`src/egress_params.svh`:
```
////////////////////
// Sizes and limits of the egress stage, shared by the packages, the RTL and the testbench
////////////////////

`ifndef EGRESS_PARAMS_SVH
`define EGRESS_PARAMS_SVH

// Input stream
`define EGR_IN_BYTES       8
`define EGR_MAX_PKT_WORDS  8

// Output ports, narrow ones take the low port numbers
`define EGR_NUM_PORTS      4
`define EGR_NUM_NARROW     2
`define EGR_NARROW_BYTES   1
`define EGR_WIDE_BYTES     4

// Per-port buffering and statistics
`define EGR_FIFO_DEPTH     16
`define EGR_CNT_WIDTH      16

`endif

```
`src/egress_stream_pkg.sv`:
```
////////////////////
// Types of the 64-bit packet stream and of the word buffers it fills
////////////////////

`default_nettype none

`include "egress_params.svh"

package egress_stream_pkg;

    // One input word and its byte enables
    typedef logic [`EGR_IN_BYTES*8-1:0] word_t;
    typedef logic [`EGR_IN_BYTES-1:0]   keep_t;

    // Buffer occupancy or free space, one extra bit so a full count fits
    typedef logic [$clog2(`EGR_FIFO_DEPTH):0] fifo_level_t;

endpackage

`default_nettype wire

```
`src/egress_port_pkg.sv`:
```
////////////////////
// Types for port selection, per-port control and the egress state machines
////////////////////

`default_nettype none

`include "egress_params.svh"

package egress_port_pkg;

    typedef logic [$clog2(`EGR_NUM_PORTS)-1:0] port_id_t;
    typedef logic [`EGR_NUM_PORTS-1:0]         port_mask_t;
    typedef logic [`EGR_CNT_WIDTH-1:0]         pkt_count_t;

    // Width downsizer, LAST means the beat on the output is the final one of its word
    typedef enum logic [1:0] {
        DSZ_IDLE,
        DSZ_SHIFT,
        DSZ_LAST
    } dsz_state_t;

    // Packet steering, the fate of a packet is fixed at its head
    typedef enum logic [1:0] {
        DMX_HEAD,
        DMX_PASS,
        DMX_DROP
    } demux_state_t;

endpackage

`default_nettype wire

```
`src/axis_word_if.sv`:
```
////////////////////
// One 64-bit packet stream with valid/ready handshake
////////////////////

`timescale 1ns/1ps
`default_nettype none

interface axis_word_if import egress_stream_pkg::*; ();

    word_t data;
    keep_t keep;
    logic  last;
    logic  valid;
    logic  ready;

    // Driving side, payload holds from valid until the transfer
    modport src (
        output data,
        output keep,
        output last,
        output valid,
        input  ready
    );

    modport snk (
        input  data,
        input  keep,
        input  last,
        input  valid,
        output ready
    );

endinterface

`default_nettype wire

```
`src/port_fifo.sv`:
```
////////////////////
// Word buffer of one port channel, reports its free space to the demux
////////////////////

`timescale 1ns/1ps
`default_nettype none

`include "egress_params.svh"

module port_fifo import egress_stream_pkg::*; (
    input  logic        core_clk_ifc,
    input  logic        rst,
    axis_word_if.snk    wr,
    axis_word_if.src    rd,
    output fifo_level_t free_words
);

    localparam int          DEPTH      = `EGR_FIFO_DEPTH;
    localparam int          AW         = $clog2(DEPTH);
    localparam fifo_level_t EMPTY_FREE = fifo_level_t'(DEPTH);

    word_t         mem_data [DEPTH];
    keep_t         mem_keep [DEPTH];
    logic          mem_last [DEPTH];
    logic [AW-1:0] wr_ptr;
    logic [AW-1:0] rd_ptr;
    fifo_level_t   free_q;
    logic          push;
    logic          pop;

    // The demux checks room per packet, so the write side never stalls
    assign wr.ready = 1'b1;
    assign push     = wr.valid && wr.ready;
    assign pop      = rd.valid && rd.ready;

    always_ff @(posedge core_clk_ifc) begin
        if (push) begin
            mem_data[wr_ptr] <= wr.data;
            mem_keep[wr_ptr] <= wr.keep;
            mem_last[wr_ptr] <= wr.last;
        end
    end

    always_ff @(posedge core_clk_ifc) begin
        if (rst) begin
            wr_ptr <= '0;
            rd_ptr <= '0;
            free_q <= EMPTY_FREE;
        end else begin
            if (push) begin
                wr_ptr <= wr_ptr + 1'b1;
            end
            if (pop) begin
                rd_ptr <= rd_ptr + 1'b1;
            end
            case ({push, pop})
                2'b10:   free_q <= free_q - 1'b1;
                2'b01:   free_q <= free_q + 1'b1;
                default: free_q <= free_q;
            endcase
        end
    end

    // Head word is read from the storage registers at the read pointer
    assign rd.valid   = (free_q != EMPTY_FREE);
    assign rd.data    = mem_data[rd_ptr];
    assign rd.keep    = mem_keep[rd_ptr];
    assign rd.last    = mem_last[rd_ptr];
    assign free_words = free_q;

    a_no_write_full: assert property (
        @(posedge core_clk_ifc) disable iff (rst)
        wr.valid |-> free_q != '0
    ) else $error("write to full port buffer");

endmodule

`default_nettype wire

```
`src/egress_port.sv`:
```
////////////////////
// One output port, buffers input words and emits them PORT_BYTES at a time
////////////////////

`timescale 1ns/1ps
`default_nettype none

module egress_port import egress_stream_pkg::*, egress_port_pkg::*; #(
    parameter int PORT_BYTES = 4
) (
    input  logic                    core_clk_ifc,
    input  logic                    rst,
    input  logic                    cnt_clear,
    axis_word_if.snk                in_word,
    output fifo_level_t             free_words,
    output logic                    out_valid,
    output logic [8*PORT_BYTES-1:0] out_data,
    output logic [PORT_BYTES-1:0]   out_keep,
    output logic                    out_last,
    input  logic                    out_ready,
    output pkt_count_t              pkt_cnt
);

    localparam int BEAT_BITS = 8 * PORT_BYTES;

    dsz_state_t state;
    word_t      hold_data;
    keep_t      hold_keep;
    logic       hold_last;
    word_t      shift_data;
    keep_t      shift_keep;
    logic       beat_done;
    logic       load;

    axis_word_if fifo_out ();

    port_fifo i_fifo (
        .core_clk_ifc (core_clk_ifc),
        .rst          (rst),
        .wr           (in_word),
        .rd           (fifo_out),
        .free_words   (free_words)
    );

    ////////////////////
    // Downsizer

    // Current beat sits in the low bytes of the held word
    assign out_valid = (state != DSZ_IDLE);
    assign out_data  = hold_data[BEAT_BITS-1:0];
    assign out_keep  = hold_keep[PORT_BYTES-1:0];
    assign out_last  = (state == DSZ_LAST) && hold_last;
    assign beat_done = out_valid && out_ready;

    // Next word is taken while the final beat of the current one leaves
    assign fifo_out.ready = (state == DSZ_IDLE) || ((state == DSZ_LAST) && out_ready);
    assign load           = fifo_out.valid && fifo_out.ready;

    assign shift_data = hold_data >> BEAT_BITS;
    assign shift_keep = hold_keep >> PORT_BYTES;

    always_ff @(posedge core_clk_ifc) begin
        if (rst) begin
            state <= DSZ_IDLE;
        end else if (load) begin
            // Kept bytes beyond the first beat mean more shifting
            if ((fifo_out.keep >> PORT_BYTES) != '0) begin
                state <= DSZ_SHIFT;
            end else begin
                state <= DSZ_LAST;
            end
        end else if (beat_done) begin
            if (state == DSZ_SHIFT) begin
                if ((shift_keep >> PORT_BYTES) != '0) begin
                    state <= DSZ_SHIFT;
                end else begin
                    state <= DSZ_LAST;
                end
            end else begin
                state <= DSZ_IDLE;
            end
        end
    end

    always_ff @(posedge core_clk_ifc) begin
        if (load) begin
            hold_data <= fifo_out.data;
            hold_keep <= fifo_out.keep;
            hold_last <= fifo_out.last;
        end else if (beat_done && (state == DSZ_SHIFT)) begin
            hold_data <= shift_data;
            hold_keep <= shift_keep;
        end
    end

    ////////////////////
    // Packet counter

    // Clear takes priority over a count in the same cycle
    always_ff @(posedge core_clk_ifc) begin
        if (rst || cnt_clear) begin
            pkt_cnt <= '0;
        end else if (beat_done && out_last) begin
            pkt_cnt <= pkt_cnt + 1'b1;
        end
    end

    a_hold_beat: assert property (
        @(posedge core_clk_ifc) disable iff (rst)
        out_valid && !out_ready |=> $stable(out_data)
    ) else $error("output beat changed while stalled");

endmodule

`default_nettype wire

```
`src/egress_demux.sv`:
```
////////////////////
// Steers input packets to the port channels, drops packets for disabled or full ports
////////////////////

`timescale 1ns/1ps
`default_nettype none

`include "egress_params.svh"

module egress_demux import egress_stream_pkg::*, egress_port_pkg::*; (
    input  logic        core_clk_ifc,
    input  logic        rst,
    input  logic        in_valid,
    input  word_t       in_data,
    input  keep_t       in_keep,
    input  logic        in_last,
    input  port_id_t    in_port,
    input  port_mask_t  port_enable,
    input  fifo_level_t free_words [`EGR_NUM_PORTS],
    axis_word_if.src    chan [`EGR_NUM_PORTS],
    output port_mask_t  buf_ready,
    output port_mask_t  buf_full_drop
);

    localparam fifo_level_t PKT_ROOM = fifo_level_t'(`EGR_MAX_PKT_WORDS);

    demux_state_t state;
    port_id_t     dest_q;
    port_mask_t   room;
    logic         head;
    logic         head_pass;
    port_id_t     sel_port;
    logic         sel_pass;

    // A port has room when a maximum-size packet still fits
    always_comb begin
        for (int p = 0; p < `EGR_NUM_PORTS; p++) begin
            room[p] = (free_words[p] >= PKT_ROOM);
        end
    end

    assign head      = (state == DMX_HEAD);
    assign head_pass = port_enable[in_port] && room[in_port];

    // Head word steers on its own port field, the rest follow the latched one
    assign sel_port = head ? in_port : dest_q;
    assign sel_pass = head ? head_pass : (state == DMX_PASS);

    ////////////////////
    // Packet FSM

    always_ff @(posedge core_clk_ifc) begin
        if (rst) begin
            state         <= DMX_HEAD;
            dest_q        <= '0;
            buf_ready     <= '1;
            buf_full_drop <= '0;
        end else begin
            buf_ready     <= room;
            buf_full_drop <= '0;
            if (in_valid) begin
                case (state)
                    DMX_HEAD: begin
                        dest_q <= in_port;
                        // Disabled ports drop silently, full ones raise the flag
                        if (port_enable[in_port] && !room[in_port]) begin
                            buf_full_drop[in_port] <= 1'b1;
                        end
                        if (!in_last) begin
                            state <= head_pass ? DMX_PASS : DMX_DROP;
                        end
                    end
                    default: begin
                        if (in_last) begin
                            state <= DMX_HEAD;
                        end
                    end
                endcase
            end
        end
    end

    ////////////////////
    // Channel drive

    for (genvar p = 0; p < `EGR_NUM_PORTS; p++) begin : g_chan
        assign chan[p].valid = in_valid && sel_pass && (sel_port == port_id_t'(p));
        assign chan[p].data  = in_data;
        assign chan[p].keep  = in_keep;
        assign chan[p].last  = in_last;

        // Room check at the head must cover every word of the packet
        a_no_overflow: assert property (
            @(posedge core_clk_ifc) disable iff (rst)
            chan[p].valid && chan[p].ready |-> free_words[p] != '0
        ) else $error("word written to full buffer on port %0d", p);
    end

endmodule

`default_nettype wire

```
`src/egress_top.sv`:
```
////////////////////
// Egress stage top, one 64-bit input steered to two 8-bit and two 32-bit output ports
////////////////////

`timescale 1ns/1ps
`default_nettype none

`include "egress_params.svh"

module egress_top import egress_stream_pkg::*, egress_port_pkg::*; (
    input  logic        core_clk_ifc,
    input  logic        rst,

    // Input stream, no back-pressure
    input  logic        in_valid,
    input  word_t       in_data,
    input  keep_t       in_keep,
    input  logic        in_last,
    input  port_id_t    in_port,

    // Control and status
    input  port_mask_t  port_enable,
    input  port_mask_t  cnt_clear,
    output port_mask_t  buf_ready,
    output port_mask_t  buf_full_drop,
    output pkt_count_t  pkt_cnt [`EGR_NUM_PORTS],

    // Narrow ports
    output logic [`EGR_NUM_NARROW-1:0]        nb_valid,
    output logic [8*`EGR_NARROW_BYTES-1:0]    nb_data [`EGR_NUM_NARROW],
    output logic [`EGR_NUM_NARROW-1:0]        nb_last,
    input  logic [`EGR_NUM_NARROW-1:0]        nb_ready,

    // Wide ports
    output logic [`EGR_NUM_PORTS-`EGR_NUM_NARROW-1:0] wb_valid,
    output logic [8*`EGR_WIDE_BYTES-1:0] wb_data [`EGR_NUM_PORTS-`EGR_NUM_NARROW],
    output logic [`EGR_WIDE_BYTES-1:0]   wb_keep [`EGR_NUM_PORTS-`EGR_NUM_NARROW],
    output logic [`EGR_NUM_PORTS-`EGR_NUM_NARROW-1:0] wb_last,
    input  logic [`EGR_NUM_PORTS-`EGR_NUM_NARROW-1:0] wb_ready
);

    fifo_level_t free_words [`EGR_NUM_PORTS];

    axis_word_if chan [`EGR_NUM_PORTS] ();

    egress_demux i_demux (
        .core_clk_ifc  (core_clk_ifc),
        .rst           (rst),
        .in_valid      (in_valid),
        .in_data       (in_data),
        .in_keep       (in_keep),
        .in_last       (in_last),
        .in_port       (in_port),
        .port_enable   (port_enable),
        .free_words    (free_words),
        .chan          (chan),
        .buf_ready     (buf_ready),
        .buf_full_drop (buf_full_drop)
    );

    ////////////////////
    // Port channels

    for (genvar n = 0; n < `EGR_NUM_NARROW; n++) begin : g_narrow
        // Single-byte beats carry no byte enable
        egress_port #(
            .PORT_BYTES (`EGR_NARROW_BYTES)
        ) i_port (
            .core_clk_ifc (core_clk_ifc),
            .rst          (rst),
            .cnt_clear    (cnt_clear[n]),
            .in_word      (chan[n]),
            .free_words   (free_words[n]),
            .out_valid    (nb_valid[n]),
            .out_data     (nb_data[n]),
            .out_keep     (),
            .out_last     (nb_last[n]),
            .out_ready    (nb_ready[n]),
            .pkt_cnt      (pkt_cnt[n])
        );
    end

    for (genvar w = 0; w < `EGR_NUM_PORTS - `EGR_NUM_NARROW; w++) begin : g_wide
        egress_port #(
            .PORT_BYTES (`EGR_WIDE_BYTES)
        ) i_port (
            .core_clk_ifc (core_clk_ifc),
            .rst          (rst),
            .cnt_clear    (cnt_clear[`EGR_NUM_NARROW + w]),
            .in_word      (chan[`EGR_NUM_NARROW + w]),
            .free_words   (free_words[`EGR_NUM_NARROW + w]),
            .out_valid    (wb_valid[w]),
            .out_data     (wb_data[w]),
            .out_keep     (wb_keep[w]),
            .out_last     (wb_last[w]),
            .out_ready    (wb_ready[w]),
            .pkt_cnt      (pkt_cnt[`EGR_NUM_NARROW + w])
        );
    end

endmodule

`default_nettype wire

```
`config.mk`:
```
export PLATFORM = sky130hd
export DESIGN_NAME = egress_top
export DESIGN_NICKNAME = d
export VERILOG_FILES = /design/src/egress_stream_pkg.sv /design/src/egress_port_pkg.sv /design/src/axis_word_if.sv /design/src/port_fifo.sv /design/src/egress_port.sv /design/src/egress_demux.sv /design/src/egress_top.sv
export VERILOG_INCLUDE_DIRS = /design/src
export SDC_FILE = /design/constraint.sdc
export NUM_CORES = 2
export LEC_CHECK = 0
export ABC_AREA = 1
export BUFFER_PORTS_ARGS = -buffer_cell sky130_fd_sc_hd__buf_2
export CAP_MARGIN = 0
export CORE_MARGIN = 3
export CORE_UTILIZATION = 45
export CTS_CLUSTER_SIZE = 30
export DETAILED_ROUTE_END_ITERATION = 7
export SYNTH_ARGS = -nofsm -noshare
export SYNTH_HDL_FRONTEND = slang
export SYNTH_MEMORY_MAX_BITS = 65536
export SYNTH_SLANG_ARGS = --single-unit
```
`constraint.sdc`:
```
create_clock -name core_clk_ifc -period 20 [get_ports core_clk_ifc]
set_input_delay 1 -clock core_clk_ifc [delete_from_list [all_inputs] [get_ports core_clk_ifc]]
set_output_delay 1 -clock core_clk_ifc [all_outputs]
set_load 0.01 [all_outputs]
```
==> summary.md <==
| Metric | Value |
|---|---|
| Die ar. | `448000 sq um` |
| FP Rows | `242` |
| Grt ovf | `0` |
| CP bufs+invs | `4` |
| Initial antenna violation count | `47` |
| WL met2 | `271 mm` |
| Number of I/O pins | `258` |
| TritonCTS Buffers | `532` |
| Number of flops mapped to enable cells by yosys | `4928` |
| Async S/R FF share, synth | `0%` |
| Clock slew seen by the registers of the worst setup and hold paths | `0.06 ns` |
| Crit-path slowest cell | `buf_4` |
| Max Used Layer | `met5` |
| Post-synth top area share | `74.8%` |
| Unrepaired setup endpoints after global routing | `no` |
| CTS tree | `yes` |
| Initial core utilization | `45.4%` |
| Syn Nets | `14600` |
| Worst-Margin Slew | `1.37 ns` |
| Largest net degree at the start of global routing | `237` |
| Crit path DAT | `5.31 ns` |
| RD Place Congestion | `0.819` |
| Final Cycle Share | `22.3%` |
| Critical path data required time | `20.85 ns` |
| Top cell family by delay on the critical path | `buffers and inverters` |
| Post-Syn Area | `198000 sq um` |
| Worst hold path type | `input port to flop` |
| # DRC | `0` |
| Chip height | `669 microns` |
| PortBufs | `257` |
| Final Worst Setup Slack | `15.54 ns` |
| Synth area leaders | `edfxtp_1 75%, o21ai_0 5.6%, nor2_1 5.3%` |
| Postcts setup bufs | `0` |
| Core Box Area | `436000 sq um` |
| Antenna-violating nets left | `0` |
| Die span in x | `669 microns` |
| Final setup TNS | `0 ns` |
| Status | `completed` |
| Post-synthesis sequential element count | `5080` |
| Post_cts resized | `0` |
| Wl on met1 | `238 mm` |
| Worst-path cell chain | `inv_8 > buf_4 > buf_4 > buf_4 > o21ai_0 > o221ai_1 > nand3_1 > a31oi_1` |
| CP Capture Type | `flop` |
| Vias per inst | `6.00` |
| CP max stage delay | `0.79 ns` |
| Cells after Synth | `14500` |
| Clock Path Buffers | `4` |
| Nets@finish | `14500` |
| Startpoint types | `flop` |
| Hpwl dp | `304 mm` |
| Clk sinks | `5080` |
| Largest area contributor in the netlist | `edfxtp_1` |
| Area Growth Syn to Fin | `11.5%` |
| Sequential share of the synthesized area | `76.3%` |
| Slew headroom | `8.37%` |
| Highest clock rate | `224 MHz` |
| WL final | `581 mm` |
| Root Driver | `clkbuf_16` |
| Cell repeated most along the worst path | `buf_4` |
| Worst Path Max Fanout | `102` |
| Main synth FF type | `edfxtp_1` |
| Vias in the first global route | `116000` |
| Final Hold Viols | `0` |
| Tmin final | `4.46 ns` |
| Maxcap violations | `0` |
| Max IR drop VDD | `0.124 mV` |
| H-tree depth | `6` |
| Drt first pass iters | `6` |
| Post-CTS Hold Fix Bufs | `0` |
| Met3 wire length | `52.3 mm` |
| Pleak | `70.5 nW` |
| Global-route usage over all layers | `25.3%` |
| Unique cell type count in the Yosys netlist | `54` |
| Critical path class | `flop to flop` |
| Worst-skew pair later-pin latency | `1.04 ns` |
| Avg Inst Size Synth | `13.7 sq um` |
| Ratio of cells with drive above 1 in the final layout | `9.32%` |
| Max Slew Vio Count | `0` |
| # setup viols final | `0` |
| Global-route wire length before repair | `831 mm` |
| Ys Warns | `0` |
| Setup slack at placement | `14.92 ns` |
| Post-Route Skew | `0.0475 ns` |
| DRT iter0 DRCs | `16200` |
| Pwr Density | `132 nW/um^2` |
| DR WL/cell | `28.1 microns` |
| Via count | `124000` |
[path summary, 6_finish.rpt]
path,startpoint,to,slack [ns],cells after the start
worst max-delay path,flop,g_narrow[1].i_port.hold_data[31],15.54,8
worst min-delay path,in_data[7],g_narrow[1].i_port.i_fifo.mem_data[7][7],0.17,1
worst min register to register,g_wide[0].i_port.pkt_cnt[4],g_wide[0].i_port.pkt_cnt[4],0.46,2
worst max register to register,flop,g_narrow[1].i_port.hold_data[31],15.54,8
[where the power goes]
part           internal (mW)  switching (mW)
logic                   1.76            5.16
registers               12.4           0.409
clock network           5.44            4.06
[logic make-up after synthesis]
kind of cell / after synthesis / share of synthesized area, %
DFF: 5080 / 76.3
AOI/OAI and AO/OA: 4026 / 12.2
and+or+nand+nor: 3896 / 7.87
buffers and inverters: 1380 / 3.19
adders and majority gates: 45 / 0.300
xor gates and xnor gates: 22 / 0.0974
muxes: 9 / 0.0455
[flip-flops by register name, summed over array words and instances, names as in the netlist, 10 cells and up, named ones only]
register	count
g_narrow.i_port.i_fifo.mem_data	2048
g_wide.i_port.i_fifo.mem_data	2048
g_wide.i_port.i_fifo.mem_keep	256
g_narrow.i_port.i_fifo.mem_keep	224
g_narrow.i_port.hold_data	128
g_wide.i_port.hold_data	128
g_narrow.i_port.i_fifo.mem_last	32
g_narrow.i_port.pkt_cnt	32
g_wide.i_port.i_fifo.mem_last	32
g_wide.i_port.pkt_cnt	32
g_wide.i_port.hold_keep	16
g_narrow.i_port.hold_keep	12
g_narrow.i_port.i_fifo.free_words	10
g_wide.i_port.i_fifo.free_words	10
[stage by stage]
step	util [%]	instances	total power [mW]	hold WS [ns]	cell area (sq um)
2_1_floorplan	-	14500	17.4	0.450	198000
3_3_place_gp	46.8	19700	19.8	0.447	204000
3_5_place_dp	46.8	19700	19.9	0.453	204000
4_1_cts	50.6	20700	29.3	0.0923	221000
5_1_grt	50.6	20700	30.4	0.148	221000
6_report	50.6	20700	29.2	0.172	221000
[Yosys cell counts, drive strengths merged, types with 6 or more instances]
master and number:
o21ai 2388, a31oi 194, nand3 520, nor2 2808, dfxtp 152, buf 479, xor2 18, nand4 16
clkinv 8, a21o 6, mux2i 9, o22ai 304, o21a 12, o221ai 766, o211ai 142, a21oi 203
inv 267, nand2 508, clkbuf 626, nor3 31, edfxtp 4928, ha 41
[layout make-up]
type                            instances  area, sq um
Clock buffer                          709        14600
Timing Repair Buffer                  511         3430
Antenna cell                           27         67.6
Fill cell                           36700       216000
Tap cell                             5856         7330
Multi-Input combinational cell       7998        41100
Clock inverter                        235         1910
Inverter                              275         1150
Sequential cell                      5080       151000
[cells in the final DEF, fill, tap and decap left out, drive strengths merged, types with 5 or more instances in the layout]
cell type  synthesis  routed
a21oi            203     203
edfxtp          4928    4928
a21o               6       6
nor3              31      31
nor2            2808    2808
xor2              18      18
o221ai           766     766
clkbuf           626     709
clkinv             8     186
o211ai           142     142
mux2i              9       9
inv              267     292
o22ai            304     304
ha                41      41
buf              479     511
diode              0      27
a31oi            194     194
bufinv             0      23
nand2            508     508
nand4             16      16
nand3            520     520
dfxtp            152     152
o21a              12      12
or2                5       5
clkinvlp           0       9
o21ai           2388    2388
[per-layer routing]
metal	global-route usage, %	vias to the layer above
met4	8.66	14
li1	-	54400
met3	3.82	843
met1	36.0	62900
met2	39.8	5846
met5	0	-
Note: power is estimated with default switching activity, not from simulation.
